**src/include/dwc_cfg.svh**
```systemverilog
// AXI upsizer configuration
// Data, address, ID and burst-length widths shared by the whole design

`ifndef DWC_CFG_SVH
`define DWC_CFG_SVH

// Narrow slave port data width in bits
`define DWC_SLV_DW 32

// Wide master port data width in bits
`define DWC_MST_DW 64

// Byte address width
`define DWC_AW 16

// Transaction ID width
`define DWC_IDW 4

// AXI burst length field width
`define DWC_LENW 8

`endif

```
**src/hw/dwc_pkg.sv**
```systemverilog
// AXI upsizer package
// Channel types, port structs, enums and address helpers

`include "dwc_cfg.svh"

package dwc_pkg;

  typedef logic [`DWC_AW-1:0]       addr_t;
  typedef logic [`DWC_IDW-1:0]      id_t;
  typedef logic [`DWC_LENW-1:0]     len_t;
  typedef logic [2:0]               size_t;
  typedef logic [3:0]               cache_t;
  typedef logic [1:0]               resp_t;
  typedef logic [`DWC_SLV_DW-1:0]   slv_data_t;
  typedef logic [`DWC_SLV_DW/8-1:0] slv_strb_t;
  typedef logic [`DWC_MST_DW-1:0]   mst_data_t;
  typedef logic [`DWC_MST_DW/8-1:0] mst_strb_t;

  typedef enum logic [1:0] {
    FIXED = 2'b00,
    INCR  = 2'b01,
    WRAP  = 2'b10
  } burst_e;

  // Upsizer state, also the start mode picked by the resize block
  typedef enum logic [1:0] {
    IDLE,
    PASSTHROUGH,
    INCR_UPSIZE
  } upsize_mode_e;

  // AW and AR share one command layout
  typedef struct packed {
    id_t    id;
    addr_t  addr;
    len_t   len;
    size_t  size;
    burst_e burst;
    cache_t cache;
  } ax_chan_t;

  typedef struct packed {
    slv_data_t data;
    slv_strb_t strb;
    logic      last;
  } slv_w_chan_t;

  typedef struct packed {
    mst_data_t data;
    mst_strb_t strb;
    logic      last;
  } mst_w_chan_t;

  typedef struct packed {
    id_t   id;
    resp_t resp;
  } b_chan_t;

  typedef struct packed {
    id_t       id;
    slv_data_t data;
    resp_t     resp;
    logic      last;
  } slv_r_chan_t;

  typedef struct packed {
    id_t       id;
    mst_data_t data;
    resp_t     resp;
    logic      last;
  } mst_r_chan_t;

  typedef struct packed {
    ax_chan_t    aw;
    logic        aw_valid;
    slv_w_chan_t w;
    logic        w_valid;
    logic        b_ready;
    ax_chan_t    ar;
    logic        ar_valid;
    logic        r_ready;
  } slv_req_t;

  typedef struct packed {
    logic        aw_ready;
    logic        w_ready;
    b_chan_t     b;
    logic        b_valid;
    logic        ar_ready;
    slv_r_chan_t r;
    logic        r_valid;
  } slv_resp_t;

  typedef struct packed {
    ax_chan_t    aw;
    logic        aw_valid;
    mst_w_chan_t w;
    logic        w_valid;
    logic        b_ready;
    ax_chan_t    ar;
    logic        ar_valid;
    logic        r_ready;
  } mst_req_t;

  typedef struct packed {
    logic        aw_ready;
    logic        w_ready;
    b_chan_t     b;
    logic        b_valid;
    logic        ar_ready;
    mst_r_chan_t r;
    logic        r_valid;
  } mst_resp_t;

  // Clear the address bits below the beat size
  function automatic addr_t aligned_addr(addr_t addr, size_t size);
    addr_t mask;
    mask = ~((addr_t'(1) << size) - addr_t'(1));
    return addr & mask;
  endfunction

  function automatic logic is_modifiable(cache_t cache);
    return cache[1];
  endfunction

endpackage

```
**src/hw/dwc_burst_resize.sv**
```systemverilog
// Burst resize decoder
// Turns a narrow AW/AR command into the wide command and its upsize mode

`timescale 1ns/1ps
`include "dwc_cfg.svh"

module dwc_burst_resize
  import dwc_pkg::*;
(
  input  ax_chan_t     cmd_i,
  output ax_chan_t     cmd_o,
  output upsize_mode_e mode_o
);

  localparam size_t MST_SIZE = size_t'($clog2(`DWC_MST_DW / 8));

  addr_t last_addr;
  addr_t start_wide;
  addr_t last_wide;
  addr_t wide_span;
  logic  upsize;

  // Address of the final narrow beat of an INCR burst
  assign last_addr = aligned_addr(cmd_i.addr, cmd_i.size) + (addr_t'(cmd_i.len) << cmd_i.size);

  assign start_wide = aligned_addr(cmd_i.addr, MST_SIZE);
  assign last_wide  = aligned_addr(last_addr, MST_SIZE);
  assign wide_span  = (last_wide - start_wide) >> MST_SIZE;

  // Only modifiable multi-beat INCR bursts may be packed
  assign upsize = (cmd_i.burst == INCR) && is_modifiable(cmd_i.cache) && (cmd_i.len != '0);

  always_comb begin
    cmd_o  = cmd_i;
    mode_o = PASSTHROUGH;
    if (upsize) begin
      cmd_o.len  = len_t'(wide_span);
      cmd_o.size = MST_SIZE;
      mode_o     = INCR_UPSIZE;
    end
  end

endmodule

```
**src/hw/dwc_write_upsizer.sv**
```systemverilog
// Write path of the AXI upsizer
// Forwards AW, packs narrow W beats into wide beats, passes B straight back

`timescale 1ns/1ps
`include "dwc_cfg.svh"

module dwc_write_upsizer
  import dwc_pkg::*;
(
  input  logic        clk_i,
  input  logic        rst_ni,
  input  ax_chan_t    aw_i,
  input  logic        aw_valid_i,
  output logic        aw_ready_o,
  input  slv_w_chan_t w_i,
  input  logic        w_valid_i,
  output logic        w_ready_o,
  output ax_chan_t    mst_aw_o,
  output logic        mst_aw_valid_o,
  input  logic        mst_aw_ready_i,
  output mst_w_chan_t mst_w_o,
  output logic        mst_w_valid_o,
  input  logic        mst_w_ready_i,
  input  b_chan_t     mst_b_i,
  input  logic        mst_b_valid_i,
  output logic        mst_b_ready_o,
  output b_chan_t     b_o,
  output logic        b_valid_o,
  input  logic        b_ready_i
);

  localparam int unsigned SLV_BYTES = `DWC_SLV_DW / 8;
  localparam int unsigned MST_BYTES = `DWC_MST_DW / 8;
  localparam size_t       MST_SIZE  = size_t'($clog2(MST_BYTES));

  upsize_mode_e state_q, state_d;
  ax_chan_t     aw_q, aw_d;
  logic         aw_valid_q, aw_valid_d;
  mst_w_chan_t  w_q, w_d;
  logic         w_valid_q, w_valid_d;
  addr_t        addr_q, addr_d;
  len_t         cnt_q, cnt_d;
  size_t        size_q, size_d;
  logic         done_q, done_d;

  ax_chan_t     wide_aw;
  upsize_mode_e start_mode;

  dwc_burst_resize u_aw_resize (
    .cmd_i  (aw_i),
    .cmd_o  (wide_aw),
    .mode_o (start_mode)
  );

  assign aw_ready_o     = (state_q == IDLE);
  assign mst_aw_o       = aw_q;
  assign mst_aw_valid_o = aw_valid_q;
  assign mst_w_o        = w_q;
  assign mst_w_valid_o  = w_valid_q;

  // Narrow beats wait for the wide AW, and stop after the last one
  assign w_ready_o = (state_q != IDLE) && !aw_valid_q && !done_q &&
                     (!w_valid_q || mst_w_ready_i);

  assign b_o           = mst_b_i;
  assign b_valid_o     = mst_b_valid_i;
  assign mst_b_ready_o = b_ready_i;

  always_comb begin
    int unsigned mst_off;
    int unsigned beat_bytes;

    state_d    = state_q;
    aw_d       = aw_q;
    aw_valid_d = aw_valid_q;
    w_d        = w_q;
    w_valid_d  = w_valid_q;
    addr_d     = addr_q;
    cnt_d      = cnt_q;
    size_d     = size_q;
    done_d     = done_q;
    mst_off    = int'(addr_q[MST_SIZE-1:0]);
    beat_bytes = 1 << size_q;

    if (aw_valid_i && aw_ready_o) begin
      state_d    = start_mode;
      aw_d       = wide_aw;
      aw_valid_d = 1'b1;
      addr_d     = aw_i.addr;
      cnt_d      = aw_i.len;
      size_d     = aw_i.size;
      done_d     = 1'b0;
    end

    if (mst_aw_valid_o && mst_aw_ready_i) begin
      aw_valid_d = 1'b0;
    end

    // Wide beat taken, start a fresh one
    if (mst_w_valid_o && mst_w_ready_i) begin
      w_d       = '0;
      w_valid_d = 1'b0;
      if (w_q.last) begin
        state_d = IDLE;
      end
    end

    if (w_valid_i && w_ready_o) begin
      // Steer the narrow lanes onto the wide lanes of this address
      for (int b = 0; b < MST_BYTES; b++) begin
        if ((b >= mst_off) && (b < mst_off + beat_bytes) &&
            ((b / SLV_BYTES) == (mst_off / SLV_BYTES))) begin
          w_d.data[8*b +: 8] = w_i.data[8*(b % SLV_BYTES) +: 8];
          w_d.strb[b]        = w_i.strb[b % SLV_BYTES];
        end
      end
      w_d.last = (cnt_q == '0);
      cnt_d    = cnt_q - 1'b1;
      done_d   = (cnt_q == '0);

      if (aw_q.burst != FIXED) begin
        addr_d = aligned_addr(addr_q, size_q) + (addr_t'(1) << size_q);
      end

      // Release on every beat, or once the wide word is full
      if ((state_q == PASSTHROUGH) || (cnt_q == '0) ||
          (aligned_addr(addr_d, MST_SIZE) != aligned_addr(addr_q, MST_SIZE))) begin
        w_valid_d = 1'b1;
      end
    end
  end

  always_ff @(posedge clk_i or negedge rst_ni) begin
    if (!rst_ni) begin
      state_q    <= IDLE;
      aw_valid_q <= 1'b0;
      w_q        <= '0;
      w_valid_q  <= 1'b0;
      addr_q     <= '0;
      cnt_q      <= '0;
      done_q     <= 1'b0;
    end else begin
      state_q    <= state_d;
      aw_valid_q <= aw_valid_d;
      w_q        <= w_d;
      w_valid_q  <= w_valid_d;
      addr_q     <= addr_d;
      cnt_q      <= cnt_d;
      done_q     <= done_d;
    end
  end

  always_ff @(posedge clk_i) begin
    aw_q   <= aw_d;
    size_q <= size_d;
  end

endmodule

```
**src/hw/dwc_read_upsizer.sv**
```systemverilog
// Read path of the AXI upsizer
// Forwards AR and splits each wide R beat into the narrow beats it holds

`timescale 1ns/1ps
`include "dwc_cfg.svh"

module dwc_read_upsizer
  import dwc_pkg::*;
(
  input  logic        clk_i,
  input  logic        rst_ni,
  input  ax_chan_t    ar_i,
  input  logic        ar_valid_i,
  output logic        ar_ready_o,
  output ax_chan_t    mst_ar_o,
  output logic        mst_ar_valid_o,
  input  logic        mst_ar_ready_i,
  input  mst_r_chan_t mst_r_i,
  input  logic        mst_r_valid_i,
  output logic        mst_r_ready_o,
  output slv_r_chan_t r_o,
  output logic        r_valid_o,
  input  logic        r_ready_i
);

  localparam int unsigned SLV_BYTES = `DWC_SLV_DW / 8;
  localparam int unsigned MST_BYTES = `DWC_MST_DW / 8;
  localparam size_t       MST_SIZE  = size_t'($clog2(MST_BYTES));

  upsize_mode_e state_q, state_d;
  ax_chan_t     ar_q, ar_d;
  logic         ar_valid_q, ar_valid_d;
  addr_t        addr_q, addr_d;
  len_t         cnt_q, cnt_d;
  size_t        size_q, size_d;

  ax_chan_t     wide_ar;
  upsize_mode_e start_mode;

  dwc_burst_resize u_ar_resize (
    .cmd_i  (ar_i),
    .cmd_o  (wide_ar),
    .mode_o (start_mode)
  );

  assign ar_ready_o     = (state_q == IDLE);
  assign mst_ar_o       = ar_q;
  assign mst_ar_valid_o = ar_valid_q;

  // R only flows once the wide AR has gone out
  assign r_valid_o = (state_q != IDLE) && !ar_valid_q && mst_r_valid_i;

  always_comb begin
    int unsigned mst_off;
    int unsigned beat_bytes;

    state_d       = state_q;
    ar_d          = ar_q;
    ar_valid_d    = ar_valid_q;
    addr_d        = addr_q;
    cnt_d         = cnt_q;
    size_d        = size_q;
    mst_r_ready_o = 1'b0;
    mst_off       = int'(addr_q[MST_SIZE-1:0]);
    beat_bytes    = 1 << size_q;

    r_o      = '0;
    r_o.id   = mst_r_i.id;
    r_o.resp = mst_r_i.resp;
    r_o.last = mst_r_i.last && (cnt_q == '0);

    // Pick the bytes of this narrow beat out of the wide word
    for (int b = 0; b < MST_BYTES; b++) begin
      if ((b >= mst_off) && (b < mst_off + beat_bytes) &&
          ((b / SLV_BYTES) == (mst_off / SLV_BYTES))) begin
        r_o.data[8*(b % SLV_BYTES) +: 8] = mst_r_i.data[8*b +: 8];
      end
    end

    if (ar_valid_i && ar_ready_o) begin
      state_d    = start_mode;
      ar_d       = wide_ar;
      ar_valid_d = 1'b1;
      addr_d     = ar_i.addr;
      cnt_d      = ar_i.len;
      size_d     = ar_i.size;
    end

    if (mst_ar_valid_o && mst_ar_ready_i) begin
      ar_valid_d = 1'b0;
    end

    if (r_valid_o && r_ready_i) begin
      cnt_d = cnt_q - 1'b1;
      if (ar_q.burst != FIXED) begin
        addr_d = aligned_addr(addr_q, size_q) + (addr_t'(1) << size_q);
      end

      // Keep the wide beat until its last narrow lane is used
      if ((state_q == PASSTHROUGH) || (cnt_q == '0) ||
          (aligned_addr(addr_d, MST_SIZE) != aligned_addr(addr_q, MST_SIZE))) begin
        mst_r_ready_o = 1'b1;
      end

      if (cnt_q == '0) begin
        state_d = IDLE;
      end
    end
  end

  always_ff @(posedge clk_i or negedge rst_ni) begin
    if (!rst_ni) begin
      state_q    <= IDLE;
      ar_valid_q <= 1'b0;
      addr_q     <= '0;
      cnt_q      <= '0;
    end else begin
      state_q    <= state_d;
      ar_valid_q <= ar_valid_d;
      addr_q     <= addr_d;
      cnt_q      <= cnt_d;
    end
  end

  always_ff @(posedge clk_i) begin
    ar_q   <= ar_d;
    size_q <= size_d;
  end

endmodule

```
**src/hw/dwc_upsizer.sv**
```systemverilog
// AXI data-width upsizer, 32-bit slave port to 64-bit master port
// Splits both ports between the write and the read upsizer

`timescale 1ns/1ps

module dwc_upsizer
  import dwc_pkg::*;
(
  input  logic      clk_i,
  input  logic      rst_ni,
  input  slv_req_t  slv_req_i,
  output slv_resp_t slv_resp_o,
  output mst_req_t  mst_req_o,
  input  mst_resp_t mst_resp_i
);

  // AW, W and B
  dwc_write_upsizer u_write (
    .clk_i          (clk_i),
    .rst_ni         (rst_ni),
    .aw_i           (slv_req_i.aw),
    .aw_valid_i     (slv_req_i.aw_valid),
    .aw_ready_o     (slv_resp_o.aw_ready),
    .w_i            (slv_req_i.w),
    .w_valid_i      (slv_req_i.w_valid),
    .w_ready_o      (slv_resp_o.w_ready),
    .mst_aw_o       (mst_req_o.aw),
    .mst_aw_valid_o (mst_req_o.aw_valid),
    .mst_aw_ready_i (mst_resp_i.aw_ready),
    .mst_w_o        (mst_req_o.w),
    .mst_w_valid_o  (mst_req_o.w_valid),
    .mst_w_ready_i  (mst_resp_i.w_ready),
    .mst_b_i        (mst_resp_i.b),
    .mst_b_valid_i  (mst_resp_i.b_valid),
    .mst_b_ready_o  (mst_req_o.b_ready),
    .b_o            (slv_resp_o.b),
    .b_valid_o      (slv_resp_o.b_valid),
    .b_ready_i      (slv_req_i.b_ready)
  );

  // AR and R
  dwc_read_upsizer u_read (
    .clk_i          (clk_i),
    .rst_ni         (rst_ni),
    .ar_i           (slv_req_i.ar),
    .ar_valid_i     (slv_req_i.ar_valid),
    .ar_ready_o     (slv_resp_o.ar_ready),
    .mst_ar_o       (mst_req_o.ar),
    .mst_ar_valid_o (mst_req_o.ar_valid),
    .mst_ar_ready_i (mst_resp_i.ar_ready),
    .mst_r_i        (mst_resp_i.r),
    .mst_r_valid_i  (mst_resp_i.r_valid),
    .mst_r_ready_o  (mst_req_o.r_ready),
    .r_o            (slv_resp_o.r),
    .r_valid_o      (slv_resp_o.r_valid),
    .r_ready_i      (slv_req_i.r_ready)
  );

endmodule

```
**config.mk**
```make
export PLATFORM = sky130hd
export DESIGN_NAME = dwc_upsizer
export DESIGN_NICKNAME = d
export VERILOG_FILES = /design/src/hw/dwc_pkg.sv /design/src/hw/dwc_burst_resize.sv /design/src/hw/dwc_write_upsizer.sv /design/src/hw/dwc_read_upsizer.sv /design/src/hw/dwc_upsizer.sv
export VERILOG_INCLUDE_DIRS = /design/src /design/src/include
export SDC_FILE = /design/constraint.sdc
export NUM_CORES = 1
export LEC_CHECK = 0
export BUFFER_PORTS_ARGS = -buffer_cell sky130_fd_sc_hd__buf_2
export CAP_MARGIN = 10
export CORE_ASPECT_RATIO = 0.6
export CORE_UTILIZATION = 35
export CTS_BUF_LIST = sky130_fd_sc_hd__clkbuf_8
export CTS_CLUSTER_SIZE = 40
export DETAILED_ROUTE_END_ITERATION = 7
export SYNTH_ARGS = -nofsm -noshare
export SYNTH_HDL_FRONTEND = slang
export SYNTH_SLANG_ARGS = --single-unit
```
**constraint.sdc**
```tcl
create_clock -name clk_i -period 9.1 [get_ports clk_i]
set_input_delay 0.455 -clock clk_i [delete_from_list [all_inputs] [get_ports clk_i]]
set_output_delay 0.455 -clock clk_i [all_outputs]
set_load 0.01 [all_outputs]
```
* Yosys cells after proc, flatten, opt, wreduce, memory -nomap -nowiden
Cells that the tools add are included.
W data, S select, Z words.
** Word-level totals
- Register bits after elaboration :: 209
- Input bits :: 200
- Output and inout port bits :: 202
- Logic and storage cells :: 225
** Cells by class
- $add $sub $neg :: 14
- Order comparisons :: 30
- Equality and inequality tests :: 6
- Shifts and indexed selects :: 8
- Mux-type cells :: 59
- Bitwise logic cells :: 8
- Reductions and logical operators :: 73
** Operators with widths (number)
- $lt A3 B32 Y1 const A :: 8
- $mux W8 :: 20
- $mux W73 :: 2
- $lt A1 B32 Y1 const A :: 4
- $lt A2 B32 Y1 const A :: 4
- $mux W16 :: 8
- $add A3 B32 Y32 :: 2
- $logic_not A32 Y1 :: 2
- $shl A1 B3 Y32 const A :: 2
- $logic_and A1 B1 Y1 :: 47
- $add A16 B16 Y16 :: 2
- $and A16 B16 Y16 :: 2
- $not A16 Y16 :: 2
- $shl A1 B3 Y16 const A :: 2
- $sub A16 B1 Y16 const B :: 2
- $ne A13 B13 Y1 :: 2
- $add A11 B11 Y11 :: 2
- $and A11 B11 Y11 :: 2
- $mux W11 :: 2
- $not A11 Y11 :: 2
- $shl A1 B3 Y11 const A :: 2
- $shl A8 B3 Y11 :: 2
- $sub A11 B1 Y11 const B :: 2
- $sub A11 B11 Y11 :: 2
- other kinds (13) :: 71

* Longest topological paths before layout
Gate-level depths: netlist of run 1.
- Depth after elaboration :: 11
- Mapped depth :: 23

* By module
From an unflattened synthesis of run 1, not the netlist that was laid out.
** Second synthesis, totals
- Cells, all modules :: 1565
- Area total of the unflattened synthesis :: 14351.3 um2
** Modules (own cells, without submodules)
- dwc_write_upsizer :: times used 1, cells each 726, area an instance 7213.2 um2
- dwc_read_upsizer :: times used 1, cells each 460, area an instance 4520.6 um2
- dwc_burst_resize (u_read.u_ar_resize) :: times used 1, cells each 192, area an instance 1330.0 um2
- dwc_burst_resize (u_write.u_aw_resize) :: times used 1, cells each 187, area an instance 1287.5 um2

* Worst setup path before layout of run 1
Ideal clock, no wire load.
- Path kind :: input port to flip-flop
- Start :: input port slv_req_i[8] in the netlist's numbering
- End :: register u_read.ar_q (netlist bit u_read.mst_ar_o[16]) (data pin)
- Setup time :: 0.271 ns
- Arrival :: 4.277 ns
- Path slack :: 4.552 ns
- Cell stages on the path :: 20
- Cell sequence :: clkbuf_1 buf_1 or3_1 ha_1 clkbuf_1 xnor2_1 and2_1 ha_1 nor3_1 nor3_4 a211o_2 a21oi_1 xnor2_1 ha_1 or2_2 a21oi_1 a31oi_1 xor2_1 xnor2_1 a21oi_1
** RTL lines
- from (decl) :: RTL line dwc_upsizer.sv:11 : input slv_req_t slv_req_i,
- to (signal assigned) :: RTL line dwc_read_upsizer.sv:126 : ar_q <= ar_d;
- to (decl) :: RTL line dwc_read_upsizer.sv:31 : ax_chan_t ar_q, ar_d;

==> flow_metrics.tcl, run 1 <==
set metrics [dict create \
    wire_per_inst_um 18.4 \
    leakagePower_nw 7.40 \
    skew_ns 0.0297 \
    synthAdderAreaFrac_pct 5.68 \
    remaining_drc_errors 0 \
    globalRouteTotalUtil_pct 21.1 \
    yosys.area.top_type "dfrtp_1" \
    drv_slew 0 \
    synth.area.top_cells "dfrtp_1 25%, edfxtp_1 19%, nand2_1 4.9%" \
    fin_hold_ws_ns 0.0780 \
    muxShareOfSynthArea_pct 4.02 \
    arrival_ns 4.18 \
    gp_congestion 0.925 \
    post-place-ws_ns 4.46 \
    dp_hpwl_um 31100 \
    synth_ff_type "dfrtp_1" \
    synth_xor_area_share_pct 4.40 \
    seq_area_frac_synth_pct 43.5 \
    synth-simple-area-share_pct 17.6 \
    drtPass1Iterations 7 \
    yosys_warnings 0 \
    port_buffers 372 \
    vias 11900 \
    ys_types 82 \
    synth_top_area_share_pct 24.9 \
    cts_max_level 2 \
    async_flop_share_pct 61.7 \
    grt_max_degree 73 \
    clk_root_buffer_cell "clkbuf_8" \
    post-route-period-util_pct 51.0 \
    end_kind "primary output" \
    drive_gt1_share_pct 27.3 \
    power.density_mw_per_mm2 265 \
    setup_ws_ns 4.46 \
    path_clk_slew_ns 0.06 \
    fillers 3558 \
    maxCapViolCount 0 \
    clockBufferDepth 3 \
    initialDrtViolationCount 976 \
    insertion_delay_ns 0.55 \
    antenna_found_initial 6 \
    syn_nets 1662 \
    multiInputGateArea_mm2 0.00657 \
    coreArea_mm2 0.0363 \
    finalSetupTns_ns 0 \
    ant_nets 0 \
    row_count 54 \
    fmax_ghz 0.216 \
    crit_path_start_kind "flip-flop" \
    netlist_area_mm2 0.0129 \
    min_period_ns 4.64 \
    rsz0062_at_grt "false" \
    placed_cells 2170 \
    r2r_slack_ns 5.36 \
    cts.sink_count 209 \
    peakVddDrop_mv 0.155 \
    synth-seq-cells 209 \
    cts_tree "built" \
    finalWirelength_um 41400 \
    grt-ovfl-total 0 \
    synth_top_family_by_area "compound AO/OA/AOI/OAI gates" \
    setup_viol 0 \
    critPathRequiredTime_ns 8.65 \
    avgViaCountPerCell 5.30 \
    synth_compound_area_share_pct 18.9 \
    cts.repair.resized 0 \
    slew_headroom_pct 19.9 \
    dieArea_mm2 0.0378 \
    die_h_um 151 \
    final_nets 1990 \
    critical_path_class "reg2out" \
    syn_area_per_cell_um2 9.20 \
    syn_inst 1407 \
    worstPathMaxFanout 16 \
    cts_buffers 38 \
    hp-class "in2reg" \
    synth_edf_count 80 \
    tightest_slew_ns 1.19 \
    die_w_um 250 \
    io_pins 402 \
    final-seq-area_mm2 0.00563 \
    yosysMostFrequentCell "nand2_1" \
    outcome "complete, no violations" \
    syn_to_final_growth_pct 22.9 \
    layoutNonFillerInstCount 2246 \
    grt_pass1_vias 10748 \
    initial_core_util_pct 35.6 \
    post_cts_buffers 0 \
    grt_pass1_wl_um 62300 \
    netlist_top_cells_count "168 x nand2_1, 129 x dfrtp_1, 120 x o21ai_0, 102 x nor2_1, 80 x edfxtp_1" \
    final_hold_viol_count 0 \
]
-- sequential cells by signal, indices dropped and copies added (netlist names) --
register / cells
u_read.mst_ar_valid_o: 1
u_write.cnt_q: 8
u_write.mst_aw_o: 37
u_read.cnt_q: 8
u_write.mst_w_o: 73
u_read.addr_q: 16
u_write.size_q: 3
u_write.addr_q: 16
u_write.mst_w_valid_o: 1
u_read.state_q: 2
u_read.size_q: 3
u_write.mst_aw_valid_o: 1
u_write.done_q: 1
u_write.state_q: 2
u_read.mst_ar_o: 37
-- path summary, 6_finish.rpt --
path,start,end,cells after the start
min,mst_resp_i[81],u_write.mst_aw_valid_o,2
min reg2reg,u_write.mst_w_o[1],u_write.mst_w_o[1],2
max in group asynchronous,rst_ni,u_write.addr_q[14],3
min in group asynchronous,rst_ni,u_write.mst_w_o[57],2
max,u_read.size_q[0],slv_resp_o[10],10
max reg2reg,u_write.size_q[2],u_write.mst_w_o[49],10
-- kinds of logic (layout without fill, tap and decap cells) --
kind of cell,Yosys count,in the layout
xor gates and xnor gates,65,65
and+or+nand+nor,481,481
muxes,50,50
AOI/OAI and AO/OA,371,371
buffers and inverters,175,533
other,0,5
adders and majority gates,56,56
DFF,209,209
-- timing repair --
item / CTS / global route
hold buffers: 1 / 0
setup endpoints to repair: 0 / 0
endpoints found under the hold margin: 71 / 0
-- layout make-up --
| class | count | share of cell area (%) |
|---|---|---|
| clock inverters | 26 | 1.56 |
| multi-input cells | 1023 | 41.3 |
| diodes | 5 | 0.0786 |
| clock buffers | 44 | 3.81 |
| inverters | 81 | 1.91 |
| well taps | 476 | 3.74 |
| repair buffers | 382 | 12.2 |
| flip-flops and latches | 209 | 35.4 |
-- routing by layer --
metal  wire length (um)  GRT usage, %  vias up
li1                   -             -     5729
met1              19900          31.5     5625
met2              16900          28.9      493
met3               3900          6.31       53
met4                764          5.95        0
met5                  0             0        -
-- critical path, stage by stage (launching register included) --
cell and delay, ns:
edfxtp_1 0.72, inv_1 0.27, nor3_1 0.35, ha_1 0.30
a21oi_1 0.14, nor2b_1 0.07, mux2i_1 0.18, nor3_1 0.13
a211oi_1 0.99, a22o_1 0.33, buf_2 0.15
-- report_power, final --
group,switching [mW],internal [mW]
combinational,1.03,0.697
clock,0.428,0.588
sequential,0.246,1.24
-- per-stage QoR --
stage / cell area, um2 / power (mW) / util [%]
floorplan: 12900 / 2.60 / -
global placement: 15000 / 3.16 / 41.4
detailed placement: 15000 / 3.20 / 41.4
CTS: 15900 / 4.25 / 43.7
global route: 15900 / 4.53 / 43.8
finish: 15900 / 4.22 / 43.8
-- layout by cell type (no fill, tap or decap), types with 6 or more instances in the layout --
master	netlist	routed
nor2_1	102	102
ha_1	50	50
inv_1	78	92
a22o_1	32	32
nor4_1	13	13
mux2i_1	34	34
or2_2	6	6
edfxtp_1	80	80
a21oi_1	67	67
o211ai_1	10	10
nand4_1	9	9
a211oi_1	13	12
and2_1	19	19
dfrtp_1	129	129
nand2_1	168	167
nand2b_1	11	11
a31oi_1	18	18
nor3_1	32	32
a21o_1	13	13
buf_4	22	9
nor2b_1	18	18
or3_1	9	9
buf_2	15	371
mux2_2	16	16
clkbuf_8	0	44
a211o_1	7	7
nor3b_1	9	8
o22ai_1	14	14
xor2_1	27	27
nand3_1	58	58
xnor2_1	38	38
and3_1	8	8
o21ai_0	120	120
Note: power is estimated with default switching activity, not from simulation.
==> inputs of run 2 (changes only) <==
clock period = 4.7 ns   (was 9.1 ns; I/O delays follow)
==> flow_metrics.tcl, run 2 (same netlist as run 1, synthesis figures left out) <==
set metrics [dict create \
    outcome "complete, no violations" \
    power.density_mw_per_mm2 491 \
    crit_path_start_kind "flip-flop" \
    end_kind "primary output" \
    port_buffers 372 \
    initialDrtViolationCount 1067 \
    initial_core_util_pct 35.6 \
    critical_path_class "reg2out" \
    post-route-period-util_pct 93.8 \
    globalRouteTotalUtil_pct 21.8 \
    drtPass1Iterations 5 \
    fmax_ghz 0.227 \
    seqPwrFrac_pct 34.3 \
    die_h_um 151 \
    setup_viol 0 \
    final_nets 2098 \
    avgViaCountPerCell 5.33 \
    power.share.clock_pct 24.4 \
    final_hold_viol_count 0 \
    coreArea_mm2 0.0363 \
    insertion_delay_ns 0.56 \
    cts_tree "built" \
    setup_ws_ns 0.293 \
    largest_register_ffs 73 \
    dpl-instance-area_mm2 0.0151 \
    row_count 54 \
    die_w_um 250 \
    fillers 3514 \
    cts_max_level 2 \
    dieArea_mm2 0.0378 \
    min_period_ns 4.41 \
    vias 12522 \
    critPathRequiredTime_ns 4.47 \
    grt_max_degree 97 \
    grt-ovfl-total 0 \
    rsz0062_at_grt "false" \
    clk_root_buffer_cell "clkbuf_8" \
    p_switching_mw 3.32 \
    layout_common_cells "371 x buf_2, 167 x nand2_1, 129 x dfrtp_1, 120 x o21ai_0, 102 x nor2_1" \
    tightest_slew_ns 1.19 \
    hp-class "in2reg" \
    antenna_found_initial 7 \
    cts_buffers 37 \
    finalSetupTns_ns 0 \
    dp_hpwl_um 31600 \
    path_clk_slew_ns 0.07 \
    p_total_mw 8.35 \
    pwr-share-comb_pct 41.3 \
    grt_pass1_wl_um 64500 \
    finalWirelength_um 42900 \
    power.internal_mw 5.03 \
    post-place-ws_ns 0.256 \
    skew_ns 0.0339 \
    ant_nets 0 \
    final_common_cell "buf_2" \
    final_area_mm2 0.0170 \
    slew_headroom_pct 20.1 \
    cts.repair.resized 0 \
    syn_to_final_growth_pct 31.2 \
    leakagePower_nw 7.86 \
    maxCapViolCount 0 \
    post_cts_buffers 0 \
    io_pins 402 \
    ctsHoldBuffers 97 \
    final-seq-area_mm2 0.00563 \
    cts.sink_count 209 \
    arrival_ns 4.17 \
    peakVddDrop_mv 0.281 \
    gp_congestion 0.933 \
    drive_gt1_share_pct 26.6 \
    drv_slew 0 \
    switching_share_pct 39.8 \
    layoutNonFillerInstCount 2351 \
    grt_pass1_vias 11480 \
    placed_cells 2183 \
    multiInputGateArea_mm2 0.00657 \
    wire_per_inst_um 18.3 \
    clockBufferDepth 3 \
    remaining_drc_errors 0 \
    worstPathMaxFanout 16 \
]
-- run 2: cell types whose count changed in the layout (fill, tap and decap cells not counted), sizes merged, moves of 2 or more --
cell         before  now
clkbuf           44   42
dlygate4sd3       1   97
clkinv            4    9
buf             381  394
bufinv            5    7
inv              96   88
-- run 2: layout make-up --
cell class,instances,share of cell area [%]
sequential,209,33.1
multi-input combinational,1023,38.7
timing repair buffer,491,17.7
tap,476,3.51
clock buffer,42,3.40
inverter,81,1.79
clock inverter,24,1.74
antenna,5,0.0736
-- run 2: power groups by stage --
stage	registers, mW	clock network [mW]	logic, mW
floorplan	2.85	0	2.19
global placement	2.86	0	3.29
detailed placement	2.87	0	3.35
CTS	2.85	2.10	3.42
global route	2.94	2.18	3.82
finish	2.86	2.04	3.44
-- run 2: layer usage --
| metal | track usage, % | wire (um) | part of all wire, % |
|---|---|---|---|
| met1 | 32.0 | 20700 | 48 |
| met2 | 31.1 | 17700 | 41 |
| met3 | 6.08 | 3750 | 8.7 |
| met4 | 5.71 | 786 | 1.8 |
| met5 | 0 | 0 | 0 |
-- run 2: final timing paths --
kind                                           from                     to  slack [ns]  cells after the start
worst max-delay path               u_read.size_q[0]          slv_resp_o[5]        0.29                     10
worst min-delay path                  slv_req_i[89]       u_write.cnt_q[1]        0.06                      2
worst max register to register    u_write.size_q[0]  u_write.mst_w_valid_o        1.01                     11
worst min register to register  u_write.mst_w_o[53]    u_write.mst_w_o[53]        0.50                      2
max in group asynchronous                    rst_ni       u_read.addr_q[3]        3.25                      3
min in group asynchronous                    rst_ni    u_write.mst_w_o[61]        0.36                      2
-- run 2: per-stage QoR --
stage	utilization [%]	hold WS (ns)
after floorplan	-	-0.0606
after global placement	41.6	0.407
after detailed placement	41.6	0.413
after CTS	46.7	0.00832
after global routing	46.7	0.0138
final	46.7	0.0554
-- run 2: critical path, cell delays in order, from the launching register on --
cell      delay, ns
edfxtp_1       0.73
inv_1          0.27
nor3_1         0.36
ha_1           0.30
a21oi_1        0.14
nor2b_1        0.07
mux2i_1        0.19
nor3_1         0.13
a211oi_1       0.96
a22o_1         0.33
buf_2          0.15
